--- config.mk ---
export PLATFORM = sky130hd
export DESIGN_NAME = insn_decode_top
export DESIGN_NICKNAME = d
export VERILOG_FILES = /design/src/hw/decode_pkg.sv /design/src/hw/insn_fetch.sv /design/src/hw/insn_classify.sv /design/src/hw/operand_extract.sv /design/src/hw/trace_writer.sv /design/src/hw/insn_decode_top.sv
export VERILOG_INCLUDE_DIRS = /design/src /design/src/hw
export SDC_FILE = /design/constraint.sdc
export NUM_CORES = 1
export LEC_CHECK = 0
export BUFFER_PORTS_ARGS = -buffer_cell sky130_fd_sc_hd__buf_4
export CAP_MARGIN = 20
export CORE_ASPECT_RATIO = 0.75
export CORE_MARGIN = 2
export CORE_UTILIZATION = 45
export DETAILED_ROUTE_END_ITERATION = 8
export GPL_TIMING_DRIVEN = 0
export PLACE_DENSITY_LB_ADDON = 0.2
export SLEW_MARGIN = 10
export SYNTH_ARGS = -nofsm -noshare
export SYNTH_HDL_FRONTEND = slang
export SYNTH_SLANG_ARGS = --single-unit
--- constraint.sdc ---
create_clock -name clk -period 5.89 [get_ports clk]
set_clock_uncertainty 0.2 [all_clocks]
set_input_delay 0.8835 -clock clk [delete_from_list [all_inputs] [get_ports clk]]
set_output_delay 0.8835 -clock clk [all_outputs]
set_load 0.02 [all_outputs]
--- src/hw/decode_cfg.svh ---
`ifndef DECODE_CFG_SVH
`define DECODE_CFG_SVH

// instruction memory port.
`define IMEM_AW 32
`define IMEM_DW 32

// trace memory port, one 64-bit record per beat.
`define TRACE_AW 32
`define TRACE_DW 64
`define TRACE_SEL_W 8
`define TRACE_BASE 32'h0001_0000

`define COUNT_W 16

`endif

--- src/hw/decode_pkg.sv ---
`default_nettype none

package decode_pkg;

	typedef logic [31:0] insn_t;
	typedef logic [4:0] reg_idx_t;
	typedef logic [31:0] imm_t;
	typedef logic [2:0] fmt_t;
	typedef logic [6:0] mnem_t;
	typedef logic [2:0] flags_t;
	typedef logic [63:0] trace_rec_t;

	localparam fmt_t FMT_R = 3'd0;
	localparam fmt_t FMT_I = 3'd1;
	localparam fmt_t FMT_S = 3'd2;
	localparam fmt_t FMT_B = 3'd3;
	localparam fmt_t FMT_U = 3'd4;
	localparam fmt_t FMT_J = 3'd5;
	localparam fmt_t FMT_NONE = 3'd7; // system and unknown words.

	localparam int FLAG_LOAD = 2;
	localparam int FLAG_MEM = 1;
	localparam int FLAG_SIGNED = 0;

	localparam mnem_t
		MN_UNKNOWN = 7'd0, MN_LUI = 7'd1, MN_AUIPC = 7'd2, MN_JAL = 7'd3,
		MN_JALR = 7'd4, MN_BEQ = 7'd5, MN_BNE = 7'd6, MN_BLT = 7'd7,
		MN_BGE = 7'd8, MN_BLTU = 7'd9, MN_BGEU = 7'd10, MN_LB = 7'd11,
		MN_LH = 7'd12, MN_LW = 7'd13, MN_LD = 7'd14, MN_LBU = 7'd15,
		MN_LHU = 7'd16, MN_LWU = 7'd17, MN_SB = 7'd18, MN_SH = 7'd19,
		MN_SW = 7'd20, MN_SD = 7'd21, MN_ADDI = 7'd22, MN_SLTI = 7'd23,
		MN_SLTIU = 7'd24, MN_XORI = 7'd25, MN_ORI = 7'd26, MN_ANDI = 7'd27,
		MN_SLLI = 7'd28, MN_SRLI = 7'd29, MN_SRAI = 7'd30, MN_ADDIW = 7'd31,
		MN_SLLIW = 7'd32, MN_SRLIW = 7'd33, MN_SRAIW = 7'd34, MN_ADD = 7'd35,
		MN_SUB = 7'd36, MN_SLL = 7'd37, MN_SLT = 7'd38, MN_SLTU = 7'd39,
		MN_XOR = 7'd40, MN_SRL = 7'd41, MN_SRA = 7'd42, MN_OR = 7'd43,
		MN_AND = 7'd44, MN_ADDW = 7'd45, MN_SUBW = 7'd46, MN_SLLW = 7'd47,
		MN_SRLW = 7'd48, MN_SRAW = 7'd49, MN_MUL = 7'd50, MN_MULH = 7'd51,
		MN_MULHSU = 7'd52, MN_MULHU = 7'd53, MN_DIV = 7'd54, MN_DIVU = 7'd55,
		MN_REM = 7'd56, MN_REMU = 7'd57, MN_MULW = 7'd58, MN_DIVW = 7'd59,
		MN_DIVUW = 7'd60, MN_REMW = 7'd61, MN_REMUW = 7'd62, MN_SYSTEM = 7'd63;

	// the record holds 4 zero bits on top, then id, format, flags, rd, rs1, rs2 and immediate.
	function automatic trace_rec_t pack_rec(input mnem_t mnem, input fmt_t fmt,
		input flags_t flags, input reg_idx_t rd, input reg_idx_t rs1,
		input reg_idx_t rs2, input imm_t imm);
		pack_rec = {4'b0000, mnem, fmt, flags, rd, rs1, rs2, imm};
	endfunction

endpackage

`default_nettype wire

--- src/hw/insn_fetch.sv ---
`timescale 1ns/1ps
`default_nettype none
`include "decode_cfg.svh"

module insn_fetch
(
	input wire clk,
	input wire rst_n,
	input wire start,
	input wire [`IMEM_AW-1:0] start_addr,
	input wire [`COUNT_W-1:0] insn_count,
	input wire done,
	output logic imem_cyc,
	output logic imem_stb,
	output logic imem_we,
	output logic [`IMEM_AW-1:0] imem_adr,
	input wire [`IMEM_DW-1:0] imem_dat_r,
	input wire imem_ack,
	output logic word_valid,
	output decode_pkg::insn_t word,
	output logic word_last,
	input wire word_ready,
	output logic busy
);

	typedef enum logic [1:0] {IDLE, READ, HOLD_WAIT} fetch_state_t;

	fetch_state_t state;
	logic busy_r;
	logic [`COUNT_W-1:0] remaining;
	logic [`IMEM_AW-1:0] adr;
	logic launch;
	logic fill;
	logic take;

	assign busy = busy_r && !done; // falls in the same cycle as done.
	assign launch = (state == IDLE) && start && !busy;
	assign fill = (state == READ) && imem_ack;
	assign take = word_valid && word_ready;

	assign imem_cyc = (state == READ);
	assign imem_stb = (state == READ);
	assign imem_we = 1'b0;
	assign imem_adr = adr;

	always_ff @(posedge clk)
	begin
		if (!rst_n)
		begin
			state <= IDLE;
			busy_r <= 1'b0;
			remaining <= '0;
			word_valid <= 1'b0;
			word_last <= 1'b0;
		end
		else
		begin
			if (done)
				busy_r <= 1'b0;
			if (take)
				word_valid <= 1'b0;
			case (state)
				IDLE:
					if (launch)
					begin
						busy_r <= 1'b1;
						remaining <= insn_count;
						state <= (insn_count != '0) ? READ : IDLE; // an empty run stays idle.
					end
				READ:
					if (imem_ack)
					begin
						word_valid <= 1'b1;
						word_last <= (remaining == `COUNT_W'(1));
						remaining <= remaining - `COUNT_W'(1);
						state <= (remaining == `COUNT_W'(1)) ? IDLE : HOLD_WAIT;
					end
				HOLD_WAIT:
					if (take)
						state <= READ; // next read only once the held word moves on.
				default:
					state <= IDLE;
			endcase
		end
	end

	always_ff @(posedge clk)
	begin
		if (launch)
			adr <= start_addr;
		else if (fill)
			adr <= adr + `IMEM_AW'(4);
		if (fill)
			word <= imem_dat_r;
	end

endmodule

`default_nettype wire

--- src/hw/insn_classify.sv ---
`timescale 1ns/1ps
`default_nettype none

module insn_classify
(
	input wire decode_pkg::insn_t word,
	output decode_pkg::fmt_t fmt,
	output decode_pkg::mnem_t mnem,
	output decode_pkg::flags_t flags
);

	import decode_pkg::*;

	logic [6:0] opcode;
	logic [2:0] funct3;
	logic [6:0] funct7;
	logic [5:0] funct6;
	fmt_t fmt_sel;

	assign opcode = word[6:0];
	assign funct3 = word[14:12];
	assign funct7 = word[31:25];
	assign funct6 = word[31:26];

	always_comb
	begin
		fmt_sel = FMT_NONE;
		mnem = MN_UNKNOWN;
		case (opcode)
			7'b0110111:
			begin
				fmt_sel = FMT_U;
				mnem = MN_LUI;
			end
			7'b0010111:
			begin
				fmt_sel = FMT_U;
				mnem = MN_AUIPC;
			end
			7'b1101111:
			begin
				fmt_sel = FMT_J;
				mnem = MN_JAL;
			end
			7'b1100111:
			begin
				fmt_sel = FMT_I;
				if (funct3 == 3'b000)
					mnem = MN_JALR;
			end
			7'b1100011:
			begin
				fmt_sel = FMT_B;
				case (funct3)
					3'b000: mnem = MN_BEQ;
					3'b001: mnem = MN_BNE;
					3'b100: mnem = MN_BLT;
					3'b101: mnem = MN_BGE;
					3'b110: mnem = MN_BLTU;
					3'b111: mnem = MN_BGEU;
				endcase
			end
			7'b0000011:
			begin
				fmt_sel = FMT_I;
				case (funct3)
					3'b000: mnem = MN_LB;
					3'b001: mnem = MN_LH;
					3'b010: mnem = MN_LW;
					3'b011: mnem = MN_LD;
					3'b100: mnem = MN_LBU;
					3'b101: mnem = MN_LHU;
					3'b110: mnem = MN_LWU;
				endcase
			end
			7'b0100011:
			begin
				fmt_sel = FMT_S;
				case (funct3)
					3'b000: mnem = MN_SB;
					3'b001: mnem = MN_SH;
					3'b010: mnem = MN_SW;
					3'b011: mnem = MN_SD;
				endcase
			end
			7'b0010011:
			begin
				fmt_sel = FMT_I;
				case (funct3)
					3'b000: mnem = MN_ADDI;
					3'b010: mnem = MN_SLTI;
					3'b011: mnem = MN_SLTIU;
					3'b100: mnem = MN_XORI;
					3'b110: mnem = MN_ORI;
					3'b111: mnem = MN_ANDI;
					3'b001: mnem = (funct6 == 6'b000000) ? MN_SLLI : MN_UNKNOWN;
					3'b101:
						if (funct6 == 6'b000000)
							mnem = MN_SRLI;
						else if (funct6 == 6'b010000)
							mnem = MN_SRAI;
				endcase
			end
			7'b0011011:
			begin
				fmt_sel = FMT_I; // the word forms keep a 5-bit shift amount.
				case (funct3)
					3'b000: mnem = MN_ADDIW;
					3'b001: mnem = (funct7 == 7'b0000000) ? MN_SLLIW : MN_UNKNOWN;
					3'b101:
						if (funct7 == 7'b0000000)
							mnem = MN_SRLIW;
						else if (funct7 == 7'b0100000)
							mnem = MN_SRAIW;
				endcase
			end
			7'b0110011:
			begin
				fmt_sel = FMT_R;
				case ({funct7, funct3})
					10'b0000000_000: mnem = MN_ADD;
					10'b0100000_000: mnem = MN_SUB;
					10'b0000000_001: mnem = MN_SLL;
					10'b0000000_010: mnem = MN_SLT;
					10'b0000000_011: mnem = MN_SLTU;
					10'b0000000_100: mnem = MN_XOR;
					10'b0000000_101: mnem = MN_SRL;
					10'b0100000_101: mnem = MN_SRA;
					10'b0000000_110: mnem = MN_OR;
					10'b0000000_111: mnem = MN_AND;
					10'b0000001_000: mnem = MN_MUL;
					10'b0000001_001: mnem = MN_MULH;
					10'b0000001_010: mnem = MN_MULHSU;
					10'b0000001_011: mnem = MN_MULHU;
					10'b0000001_100: mnem = MN_DIV;
					10'b0000001_101: mnem = MN_DIVU;
					10'b0000001_110: mnem = MN_REM;
					10'b0000001_111: mnem = MN_REMU;
				endcase
			end
			7'b0111011:
			begin
				fmt_sel = FMT_R;
				case ({funct7, funct3})
					10'b0000000_000: mnem = MN_ADDW;
					10'b0100000_000: mnem = MN_SUBW;
					10'b0000000_001: mnem = MN_SLLW;
					10'b0000000_101: mnem = MN_SRLW;
					10'b0100000_101: mnem = MN_SRAW;
					10'b0000001_000: mnem = MN_MULW;
					10'b0000001_100: mnem = MN_DIVW;
					10'b0000001_101: mnem = MN_DIVUW;
					10'b0000001_110: mnem = MN_REMW;
					10'b0000001_111: mnem = MN_REMUW;
				endcase
			end
			7'b0001111:
				if (funct3 == 3'b000 || funct3 == 3'b001)
					mnem = MN_SYSTEM; // fence and fence.i.
			7'b1110011:
				if (word == 32'h0000_0073 || word == 32'h0010_0073)
					mnem = MN_SYSTEM;
				else if (funct3 == 3'b010 && word[19:15] == 5'd0
					&& word[31:20] inside {12'hc00, 12'hc01, 12'hc02, 12'hc80, 12'hc81, 12'hc82})
					mnem = MN_SYSTEM; // the counter reads, csrrs with rs1 of zero.
			default:
				mnem = MN_UNKNOWN;
		endcase

		fmt = (mnem == MN_UNKNOWN) ? FMT_NONE : fmt_sel;

		flags[FLAG_LOAD] = mnem inside {MN_LB, MN_LH, MN_LW, MN_LD, MN_LBU, MN_LHU, MN_LWU};
		flags[FLAG_MEM] = flags[FLAG_LOAD] || (mnem inside {MN_SB, MN_SH, MN_SW, MN_SD});
		flags[FLAG_SIGNED] = !(mnem inside {MN_BLTU, MN_BGEU, MN_SLTU, MN_SLTIU, MN_LBU,
			MN_LHU, MN_LWU, MN_MULHSU, MN_MULHU, MN_DIVU, MN_REMU, MN_DIVUW, MN_REMUW});
	end

endmodule

`default_nettype wire

--- src/hw/operand_extract.sv ---
`timescale 1ns/1ps
`default_nettype none

module operand_extract
(
	input wire decode_pkg::insn_t word,
	input wire decode_pkg::fmt_t fmt,
	output decode_pkg::reg_idx_t rd,
	output decode_pkg::reg_idx_t rs1,
	output decode_pkg::reg_idx_t rs2,
	output decode_pkg::imm_t imm
);

	import decode_pkg::*;

	always_comb
	begin
		rd = word[11:7];
		rs1 = word[19:15];
		rs2 = word[24:20];
		imm = '0;
		case (fmt)
			FMT_R:
				imm = '0;
			FMT_I:
			begin
				rs2 = '0;
				imm = {{20{word[31]}}, word[31:20]};
			end
			FMT_S:
			begin
				rd = '0;
				imm = {{20{word[31]}}, word[31:25], word[11:7]};
			end
			FMT_B:
			begin
				rd = '0;
				imm = {{20{word[31]}}, word[7], word[30:25], word[11:8], 1'b0}; // bit 0 is always clear.
			end
			FMT_U:
			begin
				rs1 = '0;
				rs2 = '0;
				imm = {word[31:12], 12'h000};
			end
			FMT_J:
			begin
				rs1 = '0;
				rs2 = '0;
				imm = {{12{word[31]}}, word[19:12], word[20], word[30:21], 1'b0};
			end
			default:
			begin
				rd = '0; // nothing to extract from system or unknown words.
				rs1 = '0;
				rs2 = '0;
			end
		endcase
	end

endmodule

`default_nettype wire

--- src/hw/trace_writer.sv ---
`timescale 1ns/1ps
`default_nettype none
`include "decode_cfg.svh"

module trace_writer
(
	input wire clk,
	input wire rst_n,
	input wire word_valid,
	input wire word_last,
	output logic word_ready,
	input wire decode_pkg::fmt_t fmt,
	input wire decode_pkg::mnem_t mnem,
	input wire decode_pkg::flags_t flags,
	input wire decode_pkg::reg_idx_t rd,
	input wire decode_pkg::reg_idx_t rs1,
	input wire decode_pkg::reg_idx_t rs2,
	input wire decode_pkg::imm_t imm,
	output logic trc_cyc,
	output logic trc_stb,
	output logic trc_we,
	output logic [`TRACE_AW-1:0] trc_adr,
	output logic [`TRACE_SEL_W-1:0] trc_sel,
	output logic [`TRACE_DW-1:0] trc_dat_w,
	input wire trc_ack,
	output logic done
);

	import decode_pkg::*;

	trace_rec_t rec;
	logic rec_valid;
	logic rec_last;
	logic [`COUNT_W-1:0] index;
	logic [`TRACE_AW-1:0] adr;
	logic take;
	logic finish;

	assign word_ready = !rec_valid || trc_ack; // a record leaving frees the slot at once.
	assign take = word_valid && word_ready;
	assign finish = rec_valid && trc_ack && rec_last;

	assign trc_cyc = rec_valid;
	assign trc_stb = rec_valid;
	assign trc_we = rec_valid;
	assign trc_adr = adr;
	assign trc_sel = '1;
	assign trc_dat_w = rec;

	always_ff @(posedge clk)
	begin
		if (!rst_n)
		begin
			rec_valid <= 1'b0;
			rec_last <= 1'b0;
			index <= '0;
			done <= 1'b0;
		end
		else
		begin
			done <= finish;
			if (take)
			begin
				rec_valid <= 1'b1;
				rec_last <= word_last;
				index <= index + `COUNT_W'(1);
			end
			else if (rec_valid && trc_ack)
				rec_valid <= 1'b0;
			if (finish)
				index <= '0; // the next run starts again at the base.
		end
	end

	always_ff @(posedge clk)
	begin
		if (take)
		begin
			rec <= pack_rec(mnem, fmt, flags, rd, rs1, rs2, imm);
			adr <= `TRACE_BASE + `TRACE_AW'({index, 3'b000});
		end
	end

endmodule

`default_nettype wire

--- src/hw/insn_decode_top.sv ---
`timescale 1ns/1ps
`default_nettype none
`include "decode_cfg.svh"

module insn_decode_top
(
	input wire clk,
	input wire rst_n,
	input wire start,
	input wire [`IMEM_AW-1:0] start_addr,
	input wire [`COUNT_W-1:0] insn_count,
	output logic busy,
	output logic done,
	output logic imem_cyc,
	output logic imem_stb,
	output logic imem_we,
	output logic [`IMEM_AW-1:0] imem_adr,
	input wire [`IMEM_DW-1:0] imem_dat_r,
	input wire imem_ack,
	output logic trc_cyc,
	output logic trc_stb,
	output logic trc_we,
	output logic [`TRACE_AW-1:0] trc_adr,
	output logic [`TRACE_SEL_W-1:0] trc_sel,
	output logic [`TRACE_DW-1:0] trc_dat_w,
	input wire trc_ack
);

	import decode_pkg::*;

	insn_t word;
	logic word_valid;
	logic word_last;
	logic word_ready;
	fmt_t fmt;
	mnem_t mnem;
	flags_t flags;
	reg_idx_t rd;
	reg_idx_t rs1;
	reg_idx_t rs2;
	imm_t imm;
	logic wr_done;
	logic zero_q;
	logic zero_done;

	// an empty run never reaches the writer, so its done comes from here.
	always_ff @(posedge clk)
	begin
		if (!rst_n)
		begin
			zero_q <= 1'b0;
			zero_done <= 1'b0;
		end
		else
		begin
			zero_q <= start && !busy && (insn_count == '0);
			zero_done <= zero_q;
		end
	end

	assign done = wr_done || zero_done;

	insn_fetch u_fetch (.*);

	insn_classify u_classify (.*);

	operand_extract u_extract (.*);

	trace_writer u_writer (.*, .done(wr_done));

endmodule

`default_nettype wire

==> summary.txt, run 1 <==
Crit path buffers/inverters -> 3
met2 usage -> 32.1%
Worst Hold Class -> flop to flop
Top Family by Delay on Critical Path -> compound AO/OA/AOI/OAI gates
post-CTS resize count -> 0
layout cells sized above 1 -> 27.2%
Seq cells post-synth -> 182
total CTS buffers -> 17
Vias -> 7,599
Post-Synthesis Cells -> 870
initial antenna violation count -> 0
gr ovfl total -> 0
FMAX -> 253 MHz
post-synthesis sequential area ratio -> 54.9%
WP data arrival -> 4.04 ns
YS warnings -> 0
GRT Max-Usage Layer -> met1
area post-placement -> 11,200 um2
EDFF count, synth -> 140
Worst setup EP type -> flop
max incr delay on CP -> 0.51 ns
required time of the worst setup path -> 5.98 ns
met3 usage -> 6.67%
Synth Area per Inst -> 10.6 um2
Routed Antenna Nets -> 0
status -> completed
Max Root-Sink Buffers -> 2
maximum net fanout on the critical path -> 10
Setup CP Type -> flop to flop
drc violations -> 0
Die ar. -> 21,600 um2
initial core utilization -> 45.6%
final worst path period share -> 67.0%
area of the core -> 20,200 um2
Clock transition at path regs -> 0.07 ns
Lkg Pwr -> 4.63 nW
top area cells in the synthesized netlist -> edfxtp_1 (46%), dfxtp_1 (9.2%), nor2_1 (3.1%)
Storage cell area -> 5040 um2
DRT iter0 DRCs -> 825
RSZ-0062 raised after global routing -> false
DR WL/cell -> 18.2 um
routed wire length -> 25,300 um
# setup viols final -> 0
drt first pass iters -> 5
CP Cell Sequence -> buf_4 -> o21ai_0 -> mux2_2 -> nor3_1 -> a2111oi_0 -> dlymetal6s2s_1 -> and3_4 -> a31oi_1 -> clkbuf_1 -> a21o_1
clk sinks -> 182
P&R area growth vs syn -> 28.2%
vias in the first global route -> 6,849
DIE HEIGHT -> 128 um
hold depth -> 1
max_cap viols -> 0
nets@finish -> 1,208
Worst-Margin Slew -> 0.781 ns
Async S/R FF share, synth -> 0%
largest net degree at the start of global routing -> 66
Setup crit start kind -> flop
Synth Flop Type -> edfxtp_1
Yosys top cell by area -> edfxtp_1
Slew headroom -> 47.7%
power per cell area -> 272 nW/um2
fin area -> 11,800 um2
max-slew violations -> 0
Post-Syn Area -> 9190 um2
met1 Usage GRT -> 35.3%
Final Non-Filler Cells -> 1,389
DP Cell Count -> 1,356
WP depth -> 10
Unique masters post-synth -> 79
Vias/cell -> 5.47
global placer's final weighted congestion -> 0.978
fillers -> 1,775
CTS tree -> yes
post-layout min period -> 3.95 ns
area of the multi-input gates -> 3700 um2
top-area cell type share of the netlist area -> 45.8%
# Post-CTS Setup Buffers -> 0
PortBufs -> 199
Peak supply drop -> 0.193 mV
HPWL Detailed -> 18,900 um
row count -> 45
Total Routing Usage GR -> 23.2%
num ports -> 229
reg2reg path depth -> 10
die width -> 169 um
htree depth -> 4
later-pin clock latency in the skew report -> 0.43 ns
Ant. Diodes -> 0
root buf cell -> clkbuf_16
Final Hold Vio Count -> 0
cts hold-fix bufs -> 0
first-pass GRT wire length -> 38,600 um
Critical Path Slowest Stage Cell -> nor3_1
## power breakdown
part / internal [W] / switching (W)
logic: 0.000214 / 0.000303
registers: 0.00147 / 0.0000679
clock network: 0.000579 / 0.000566
total: 0.00226 / 0.000937
## area by class of cell
cell class / instances / area share [%]
Multi-Input combinational cell: 614 / 31.5
Sequential cell: 182 / 42.8
Inverter: 24 / 0.765
Timing Repair Buffer: 202 / 13.3
Clock buffer: 17 / 3.61
Tap cell: 258 / 2.74
Clock inverter: 15 / 1.46
Buffer: 77 / 3.85
## logic make-up after synthesis
family                   share of synthesized area, %
AO/OA/AOI/OAI                                    13.3
AND/OR/NAND/NOR                                  19.9
other                                          0.0818
adder cells (fa/ha/maj)                         0.681
flip-flops                                       54.9
XOR/XNOR                                         4.67
multiplexers                                    0.558
buffers and inverters                            5.86
## registers in the layout (all words and copies together) (netlist names)
| name | count |
|---|---|
| u_fetch.busy_r | 1 |
| u_fetch.imem_adr | 32 |
| u_fetch.remaining | 16 |
| u_fetch.state | 2 |
| u_fetch.word | 32 |
| u_fetch.word_last | 1 |
| u_fetch.word_valid | 1 |
| u_writer.done | 1 |
| u_writer.index | 16 |
| u_writer.rec_last | 1 |
| u_writer.trc_adr | 17 |
| u_writer.trc_cyc | 1 |
| u_writer.trc_dat_w | 59 |
| zero_done | 1 |
| zero_q | 1 |
## worst register-to-register path: stages, from the launching register on
cell	delay [ns]
edfxtp_1	0.48
buf_4	0.22
o21ai_0	0.34
mux2_2	0.39
nor3_1	0.51
a2111oi_0	0.15
dlymetal6s2s_1	0.24
and3_4	0.21
a31oi_1	0.44
clkbuf_1	0.48
a21o_1	0.15
## cell usage after synthesis, types with 6 or more instances
library cell and count:
a211oi_1 6, a21o_1 21, a21oi_1 35, and2_1 26
and3_1 19, buf_2 15, buf_4 35, clkbuf_1 24
dfxtp_1 42, edfxtp_1 140, inv_1 22, nand2_1 69
nand2b_1 9, nand3_1 38, nand4_1 10, nor2_1 77
nor2b_1 14, nor3_1 21, nor4_1 13, o21ai_0 49
o221ai_1 6, o22ai_1 9, or3_1 8, xnor2_1 23
xor2_1 26
## final timing paths
check | from | endpoint | slack [ns]
setup / recovery | u_fetch.word[13]$_DFFE_PP_ | u_writer.trc_dat_w[23]$_DFFE_PP_ | 1.94
hold / removal | zero_q$_SDFF_PN0_ | zero_done$_SDFF_PN0_ | 0.24
setup reg to reg | u_fetch.word[13]$_DFFE_PP_ | u_writer.trc_dat_w[23]$_DFFE_PP_ | 1.94
hold reg to reg | zero_q$_SDFF_PN0_ | zero_done$_SDFF_PN0_ | 0.24
## placed cells by master, fill, tap and decap left out, types with 5 or more instances in the layout
cell type  count
nor2_1        77
xnor2_1       23
nand2b_1       9
a2111oi_0      5
o21ai_0       49
inv_1         21
buf_4        234
a22oi_1        5
ha_1           5
o221ai_1       6
and2_1        26
nand2_1       69
and3_1        19
nor4_1        13
a21o_1        21
nand4_1       10
clkbuf_1      22
or2_2          5
conb_1        29
o22ai_1        9
a32o_1         5
clkbuf_16     17
nor2b_1       14
edfxtp_1     140
buf_2         15
dfxtp_1       42
inv_8          7
xor2_1        26
nand3_1       38
a211oi_1       6
a21oi_1       35
nor3_1        21
or3_1          8
## metrics by stage
step | setup WS (ns) | utilization (%) | total power [W] | hold WS, ns | setup TNS, ns
floorplan | 0.955 | - | 0.00187 | 0.212 | 0
detailed placement | 2.13 | 55.4 | 0.00208 | 0.228 | 0
global placement | -0.629 | 55.1 | 0.00207 | 0.220 | -3.41
CTS | 2.11 | 58.3 | 0.00322 | 0.242 | 0
finish | 1.94 | 58.4 | 0.00320 | 0.239 | 0
global route | 1.77 | 58.4 | 0.00333 | 0.251 | 0
## routing by layer
metal | vias to the layer above | routed length [um]
met3 | 33 | 2520
met2 | 373 | 10400
met4 | 0 | 381
met5 | - | 0
met1 | 3564 | 12000
li1 | 3629 | -
(Power assumes the default switching activity.)
==> inputs of run 2 (changes only) <==
--- a/config.mk
+++ b/config.mk
@@ -6,6 +6,7 @@
 export SDC_FILE = /design/constraint.sdc
 export NUM_CORES = 1
 export LEC_CHECK = 0
+export ABC_AREA = 1
 export BUFFER_PORTS_ARGS = -buffer_cell sky130_fd_sc_hd__buf_4
 export CAP_MARGIN = 20
 export CORE_ASPECT_RATIO = 0.75
==> constraint.sdc (replaced) <==
create_clock -name clk -period 3.5 [get_ports clk]
set_clock_uncertainty 0.2 [all_clocks]
set_input_delay 0.525 -clock clk [delete_from_list [all_inputs] [get_ports clk]]
set_output_delay 0.525 -clock clk [all_outputs]
set_load 0.02 [all_outputs]
==> run 2 against run 1 <==
  * Sequential share of layout area decreased by 2.5 points
  * Cell count increased by 24%
  * Core utilization increased by 0.19 points
  * Maximum frequency increased by 25%
  * Total power increased by 96%
  * Sequential power increased by 84%
  * First-iteration DRC count decreased by 8.7%
  * Sequential cell count unchanged
  * Non-clock buffer count decreased by 28
  * Via count increased by 13%
  * Final area increased by 6.3%
  * Global-route usage decreased by 0.70 points
  * Largest cell class unchanged
==> summary.txt, run 2 <==
routed wire length -> 26,500 um (+4.6%)
DRT iter0 DRCs -> 753 (-8.7%)
drc violations -> 0 (unchanged)
area of the core -> 21,400 um2 (+5.9%)
reg2reg path depth -> 18 (+8)
Routed Antenna Nets -> 0 (unchanged)
maximum net fanout on the critical path -> 10 (unchanged)
Post-Synthesis Cells -> 1,177 (+35%)
Flop pwr share -> 45.1% (-2.9 points)
Seq cells post-synth -> 182 (unchanged)
DIE HEIGHT -> 133 um (+3.7%)
P&R area growth vs syn -> 26.3%
Vias/cell -> 4.97 (-9.1%)
max-slew violations -> 0 (unchanged)
DR WL/cell -> 15.3 um (-16%)
post-synthesis sequential area ratio -> 50.9% (-4.0 points)
Lkg Pwr -> 5.59 nW (+21%)
max_cap viols -> 0 (unchanged)
YS warnings -> 0 (unchanged)
Peak supply drop -> 0.273 mV (+41%)
number of flip-flops in the largest register -> 59 (unchanged)
Async S/R FF share, synth -> 0% (unchanged)
most common cell after layout, fill and taps aside -> nand2_1
Synth Area per Inst -> 8.42 um2 (-20%)
worst hold margin -> 0.0643 ns (-0.175 ns)
nets@finish -> 1,516 (+25%)
Combinational Power Share -> 24.8% (+8.6 points)
top area cells in the synthesized netlist -> edfxtp_1 (42%), nand2_1 (11%), dfxtp_1 (8.5%)
Worst-Margin Slew -> 0.994 ns (+0.213 ns)
CP Cell Sequence -> buf_4 -> inv_2 -> nand2_1 -> nand3_1 -> nand2_1 -> nand2_1 -> nand2_1 -> a21oi_1 -> nand2_1 -> nor2_1 -> nand3_2 -> nor2_4 -> nand3_4 -> nand3_4 -> nand2_4 -> nand2_2 -> buf_6 -> nand2_2
fillers -> 1,910 (+7.6%)
FMAX -> 317 MHz (+25%)
net switching power -> 0.00208 W (+120%)
die width -> 175 um (+3.8%)
Total Routing Usage GR -> 22.5% (-0.70 points)
total CTS buffers -> 17 (unchanged)
switching share of power -> 33.2% (+3.9 points)
final worst path period share -> 90.2% (+23 points)
HPWL Detailed -> 20,300 um (+7.7%)
post-layout min period -> 3.16 ns (-0.790 ns)
global placer's final weighted congestion -> 0.959 (-2.0%)
root buf cell -> clkbuf_16
Synth Flop Type -> edfxtp_1
area of the multi-input gates -> 4140 um2 (+12%)
required time of the worst setup path -> 3.48 ns (-2.50 ns)
row count -> 46 (+2.2%)
max incr delay on CP -> 0.37 ns (-0.14 ns)
htree depth -> 4 (unchanged)
Die ar. -> 23,200 um2 (+7.7%)
met3 usage -> 4.68% (-2.0 points)
power per cell area -> 502 nW/um2 (+85%)
Worst setup EP type -> flop
Clk pwr share -> 30.1% (-5.7 points)
Vias -> 8,587 (+13%)
drt first pass iters -> 5 (unchanged)
EDFF count, synth -> 140 (unchanged)
WP data arrival -> 3.14 ns (-0.90 ns)
Worst path most repeated cell -> nand2_1
Slew headroom -> 33.6% (-14 points)
first-pass GRT wire length -> 41,000 um (+6.1%)
Setup crit start kind -> flop
Clock transition at path regs -> 0.07 ns (about the same)
met2 usage -> 31.9% (-0.22 points)
status -> completed
largest net degree at the start of global routing -> 42 (-36%)
Pint -> 0.00419 W (+85%)
Max Root-Sink Buffers -> 2 (unchanged)
Ant. Diodes -> 0 (unchanged)
Synth top cells by count -> nand2_1 (289), nor2_1 (159), edfxtp_1 (140), inv_1 (121), nand3_1 (86)
vias in the first global route -> 7,604 (+11%)
PortBufs -> 199 (unchanged)
hold depth -> 1 (unchanged)
Unique masters post-synth -> 49 (-38%)
layout cells sized above 1 -> 24.9% (-2.4 points)
Setup CP Type -> flop to flop
Post-Syn Area -> 9910 um2 (+7.9%)
Worst Hold Class -> primary input to flop
Yosys top cell by area -> edfxtp_1
# setup viols final -> 0 (unchanged)
Final Hold Vio Count -> 0 (unchanged)
RSZ-0062 raised after global routing -> false
initial core utilization -> 46.4% (+0.83 points)
Final Non-Filler Cells -> 1,727 (+24%)
met1 Usage GRT -> 34.6% (-0.72 points)
GRT Max-Usage Layer -> met1
CTS tree -> yes
DP Cell Count -> 1,693 (+25%)
initial antenna violation count -> 0 (unchanged)
later-pin clock latency in the skew report -> 0.43 ns (about the same)
top-area cell type share of the netlist area -> 42.4% (-3.3 points)
clk sinks -> 182 (unchanged)
num ports -> 229 (unchanged)
Storage cell area -> 5040 um2 (unchanged)
gr ovfl total -> 0 (unchanged)
top-count cell post-synth -> nand2_1
Critical Path Slowest Stage Cell -> edfxtp_1
most frequent cells in the layout -> nand2_1 (289), buf_4 (235), nor2_1 (158)
[run 2: worst max-delay path, delay by kind of cell, from the launching register on]
kind                   cells  cell delay [ns]
AOI/OAI and AO/OA          1             0.18
buffers and inverters      3             0.55
and+or+nand+nor           14             1.59
DFF                        1             0.37
[run 2: repair_timing]
action                     CTS  global route
gates resized for setup      1             0
buffers inserted             1             0
hold buffers                 0             0
setup endpoints to repair   46             0
[run 2: logic make-up after synthesis]
group / after synthesis / share of synthesized area, %
AND/OR/NAND/NOR: 641 / 29.7
buffers and inverters: 185 / 8.50
flip-flops: 182 / 50.9
AO/OA/AOI/OAI: 125 / 6.93
XOR/XNOR: 37 / 3.27
adder cells (fa/ha/maj): 5 / 0.631
other: 2 / 0.0758
[run 2: worst paths after layout]
kind / slack (ns) / endpoint / startpoint
max: 0.34 / u_writer.trc_dat_w[30]$_DFFE_PP_ / u_fetch.word[12]$_DFFE_PP_
min: 0.06 / u_fetch.word[8]$_DFFE_PP_ / imem_dat_r[8]
max reg2reg: 0.34 / u_writer.trc_dat_w[30]$_DFFE_PP_ / u_fetch.word[12]$_DFFE_PP_
min reg2reg: 0.22 / zero_done$_SDFF_PN0_ / zero_q$_SDFF_PN0_
[run 2: final cells by class]
type                            instances  share of cell area, %
Inverter                              136                   4.13
Multi-Input combinational cell        838                   33.1
Timing Repair Buffer                  202                   12.3
Buffer                                 49                   2.65
Clock buffer                           18                   3.60
Sequential cell                       182                   40.3
Tap cell                              288                   2.88
Clock inverter                         14                   1.04
[run 2: through the flow]
stage / area (um2) / utilization (%) / setup slack, ns / power, W / setup TNS [ns]
after floorplan: 10000 / - / 0.166 / 0.00384 / 0
after global placement: 11900 / 55.6 / -0.862 / 0.00439 / -33.94
after detailed placement: 11900 / 55.8 / -0.903 / 0.00442 / -34.06
after CTS: 12500 / 58.6 / 0.412 / 0.00631 / 0
after global routing: 12500 / 58.6 / 0.140 / 0.00657 / 0
final: 12500 / 58.6 / 0.343 / 0.00628 / 0
[run 2: per-layer routing]
metal / part of all wire [%] / vias to the layer above
li1: - / 4307
met2: 42 / 334
met4: 1.4 / 0
met1: 49 / 3921
met5: 0 / -
met3: 8.0 / 25
[run 2: power groups by stage]
| stage | Clock [W] | Sequential, W | Combinational (W) |
|---|---|---|---|
| final | 0.00189 | 0.00283 | 0.00156 |
| after global routing | 0.00201 | 0.00286 | 0.00170 |
| after CTS | 0.00193 | 0.00283 | 0.00156 |
| after detailed placement | 0 | 0.00288 | 0.00154 |
| after global placement | 0 | 0.00288 | 0.00151 |
| after floorplan | 0 | 0.00301 | 0.000822 |
==> inputs of run 3 (changes only) <==
--- a/config.mk
+++ b/config.mk
@@ -11,11 +11,12 @@
 export CAP_MARGIN = 20
 export CORE_ASPECT_RATIO = 0.75
 export CORE_MARGIN = 2
-export CORE_UTILIZATION = 45
+export CORE_UTILIZATION = 30
 export DETAILED_ROUTE_END_ITERATION = 8
 export GPL_TIMING_DRIVEN = 0
 export PLACE_DENSITY_LB_ADDON = 0.2
 export SLEW_MARGIN = 10
 export SYNTH_ARGS = -nofsm -noshare
 export SYNTH_HDL_FRONTEND = slang
+export SYNTH_HIERARCHICAL = 1
 export SYNTH_SLANG_ARGS = --single-unit
==> run 3 against run 2 <==
  * Cell count rose by 17%
  * Final area rose by 8.9%
  * Wire length rose by 19%
  * Critical path depth rose by 3
==> summary.txt, run 3 <==
Lkg Pwr -> 5.96 nW (+6.6%)
Post-Syn Area -> 10,500 um2 (+5.6%)
Reg2Reg Setup Slack -> 0.17 ns (-0.18 ns)
power per cell area -> 509 nW/um2 (+1.5%)
Worst Hold Class -> primary input to flop
Die ar. -> 36,400 um2 (+57%)
Peak supply drop -> 0.268 mV (-1.9%)
WP depth -> 21 (+3)
Final Hold Vio Count -> 0 (unchanged)
reg2reg path depth -> 21 (+3)
Async S/R FF share, synth -> 0% (unchanged)
DP Cell Count -> 1,961 (+16%)
gr ovfl total -> 0 (unchanged)
Final Non-Filler Cells -> 2,017 (+17%)
final worst path period share -> 95.2% (+5.0 points)
area of the core -> 34,500 um2 (+62%)
die width -> 220 um (+25%)
Unique masters post-synth -> 55 (+12%)
initial core utilization -> 30.3% (-16 points)
# setup viols final -> 0 (unchanged)
htree depth -> 4 (unchanged)
Finished Core Util -> 39.4% (-19 points)
max incr delay on CP -> 0.47 ns (+0.10 ns)
routed wire length -> 31,500 um (+19%)
Crit path buffers/inverters -> 4 (+1)
maximum net fanout on the critical path -> 10 (unchanged)
area post-placement -> 12,700 um2 (+6.7%)
CP Cell Sequence -> nor2_4 -> nand2_2 -> nor2_4 -> buf_6 -> nand2_1 -> nand4_1 -> nand2_1 -> nand2_2 -> nand2_1 -> inv_2 -> nor2_4 -> nand2_4 -> nor2_2 -> a21oi_4 -> o21ai_4 -> buf_6 -> nand2_4 -> nand2_2 -> nand2_2 -> buf_8 -> o21ai_2
global placer's final weighted congestion -> 0.868 (-9.5%)
max-slew violations -> 0 (unchanged)
most frequent cells in the layout -> nand2_1 (328), buf_4 (259), nor2_1 (192)
EDFF count, synth -> 141 (+0.71%)
post-synthesis sequential area ratio -> 48.5% (-2.4 points)
YS warnings -> 6 (+6)
num ports -> 229 (unchanged)
top area cells in the synthesized netlist -> edfxtp_1 (40%), nand2_1 (12%), dfxtp_1 (8.0%)
WP data arrival -> 3.33 ns (+0.19 ns)
Clock transition at path regs -> 0.07 ns (about the same)
Worst setup EP type -> flop
Post-Synthesis Cells -> 1,275 (+8.3%)
worst setup path start -> u_fetch/word[28]$_DFFE_PP_
Vias -> 9,272 (+8.0%)
Ant. Diodes -> 0 (unchanged)
initial antenna violation count -> 0 (unchanged)
Routed Antenna Nets -> 0 (unchanged)
P&R area growth vs syn -> 30.2%
DIE HEIGHT -> 166 um (+25%)
status -> completed
first-pass GRT wire length -> 48,300 um (+18%)
vias in the first global route -> 8,591 (+13%)
drt first pass iters -> 5 (unchanged)
nets@finish -> 1,637 (+8.0%)
Max Root-Sink Buffers -> 2 (unchanged)
top-area cell type share of the netlist area -> 40.5% (-2.0 points)
CTS tree -> yes
top-count cell post-synth -> nand2_1
row count -> 59 (+28%)
Synth Flop Type -> edfxtp_1
Setup CP Type -> flop to flop
cts hold-fix bufs -> 0 (unchanged)
required time of the worst setup path -> 3.50 ns (+0.02 ns)
layout cells sized above 1 -> 29.4% (+4.5 points)
Slew headroom -> 49.3% (+16 points)
PortBufs -> 200 (+0.50%)
total CTS buffers -> 17 (unchanged)
hold depth -> 1 (unchanged)
Worst R2R End -> u_writer/trc_dat_w[24]$_DFFE_PP_
number of flip-flops in the largest register -> 60 (+1.7%)
max_cap viols -> 0 (unchanged)
Critical Path Slowest Stage Cell -> edfxtp_1
Worst R2R Start -> u_fetch/word[28]$_DFFE_PP_
root buf cell -> clkbuf_16
worst setup path endpoint -> u_writer/trc_dat_w[24]$_DFFE_PP_
Worst path most repeated cell -> nand2_2
Synth top cells by count -> nand2_1 (332), nor2_1 (205), edfxtp_1 (141), inv_1 (110), nand3_1 (91)
post-layout min period -> 3.33 ns (+0.175 ns)
DR WL/cell -> 15.6 um (+1.7%)
DRT iter0 DRCs -> 624 (-17%)
HPWL Detailed -> 24,200 um (+19%)
later-pin clock latency in the skew report -> 0.45 ns (+0.02 ns)
Vias/cell -> 4.60 (-7.5%)
Top Family by Delay on Critical Path -> simple AND/OR/NAND/NOR gates
Yosys top cell by area -> edfxtp_1
Total Routing Usage GR -> 17.3% (-5.2 points)
worst hold margin -> 0.0519 ns (-0.0124 ns)
Synth Area per Inst -> 8.21 um2 (-2.5%)
drc violations -> 0 (unchanged)
largest net degree at the start of global routing -> 40 (-4.8%)
Setup crit start kind -> flop
fin area -> 13,600 um2 (+8.9%)
clk sinks -> 183 (+0.55%)
Seq cells post-synth -> 183 (+0.55%)
Worst-Margin Slew -> 0.759 ns (-0.235 ns)
most common cell after layout, fill and taps aside -> nand2_1
FMAX -> 300 MHz (-5.3%)
run 3: cell types whose count changed in the layout (fill, tap and decap cells not counted), sizes merged, moves of 5 or more:
cell	delta
nor2	+65
buf	+37
xor2	-22
o21bai	+5
inv	-6
nand2	+48
nand4	+7
o21ai	-7
clkbuf	-8
run 3: final cells by class:
class / count / area, um2
repair buffers: 228 / 1780
flip-flops and latches: 183 / 5070
fillers: 3586 / 20900
clock inverters: 15 / 151
plain buffers: 53 / 400
well taps: 457 / 572
multi-input cells: 931 / 4710
inverters: 133 / 510
clock buffers: 17 / 425
run 3: stage by stage:
stage | setup TNS, ns | setup WS (ns) | total power [W]
2_1_floorplan | 0 | 0.390 | 0.00423
3_3_place_gp | -12.92 | -0.415 | 0.00496
3_5_place_dp | -12.87 | -0.447 | 0.00499
4_1_cts | 0 | 0.00322 | 0.00700
5_1_grt | -0.0938 | -0.0126 | 0.00734
6_report | 0 | 0.168 | 0.00694
run 3: repair_timing:
item | CTS | global route
resized for setup | 12 | 26
setup buffers | 6 | 18
pin swaps | 1 | 9
endpoints found under the setup margin | 38 | 33
run 3: worst min path at each step:
stage,start,to
2_1_floorplan,zero_q$_SDFF_PN0_,zero_done$_SDFF_PN0_
6_report,imem_dat_r[0],u_fetch/word[0]$_DFFE_PP_
4_1_cts,imem_dat_r[8],u_fetch/word[8]$_DFFE_PP_
3_3_place_gp,zero_q$_SDFF_PN0_,zero_done$_SDFF_PN0_
3_5_place_dp,zero_q$_SDFF_PN0_,zero_done$_SDFF_PN0_
5_1_grt,imem_dat_r[8],u_fetch/word[8]$_DFFE_PP_
run 3: kinds of logic after synthesis:
| family | count (synthesis) | share of synthesized area, % |
|---|---|---|
| AOI/OAI and AO/OA | 124 | 7.27 |
| xor gates and xnor gates | 16 | 1.34 |
| adders and majority gates | 5 | 0.598 |
| buffers and inverters | 186 | 8.63 |
| DFF | 183 | 48.5 |
| muxes | 1 | 0.0957 |
| other | 4 | 0.143 |
| and+or+nand+nor | 756 | 33.4 |
run 3: where the power goes:
part           switching [W]  internal, W  leakage (nW)
clock               0.000899      0.00106         0.289
sequential          0.000266      0.00269          1.61
combinational        0.00129     0.000747          4.06
run 3: metal layers:
metal | up-vias | GRT usage [%] | routed length (um) | part of all wire, %
met2 | 231 | 25.9 | 14000 | 44
li1 | 4672 | - | - | -
met4 | 0 | 4.70 | 385 | 1.2
met1 | 4350 | 25.1 | 15400 | 49
met5 | - | 0 | 0 | 0
met3 | 19 | 3.68 | 1690 | 5.4
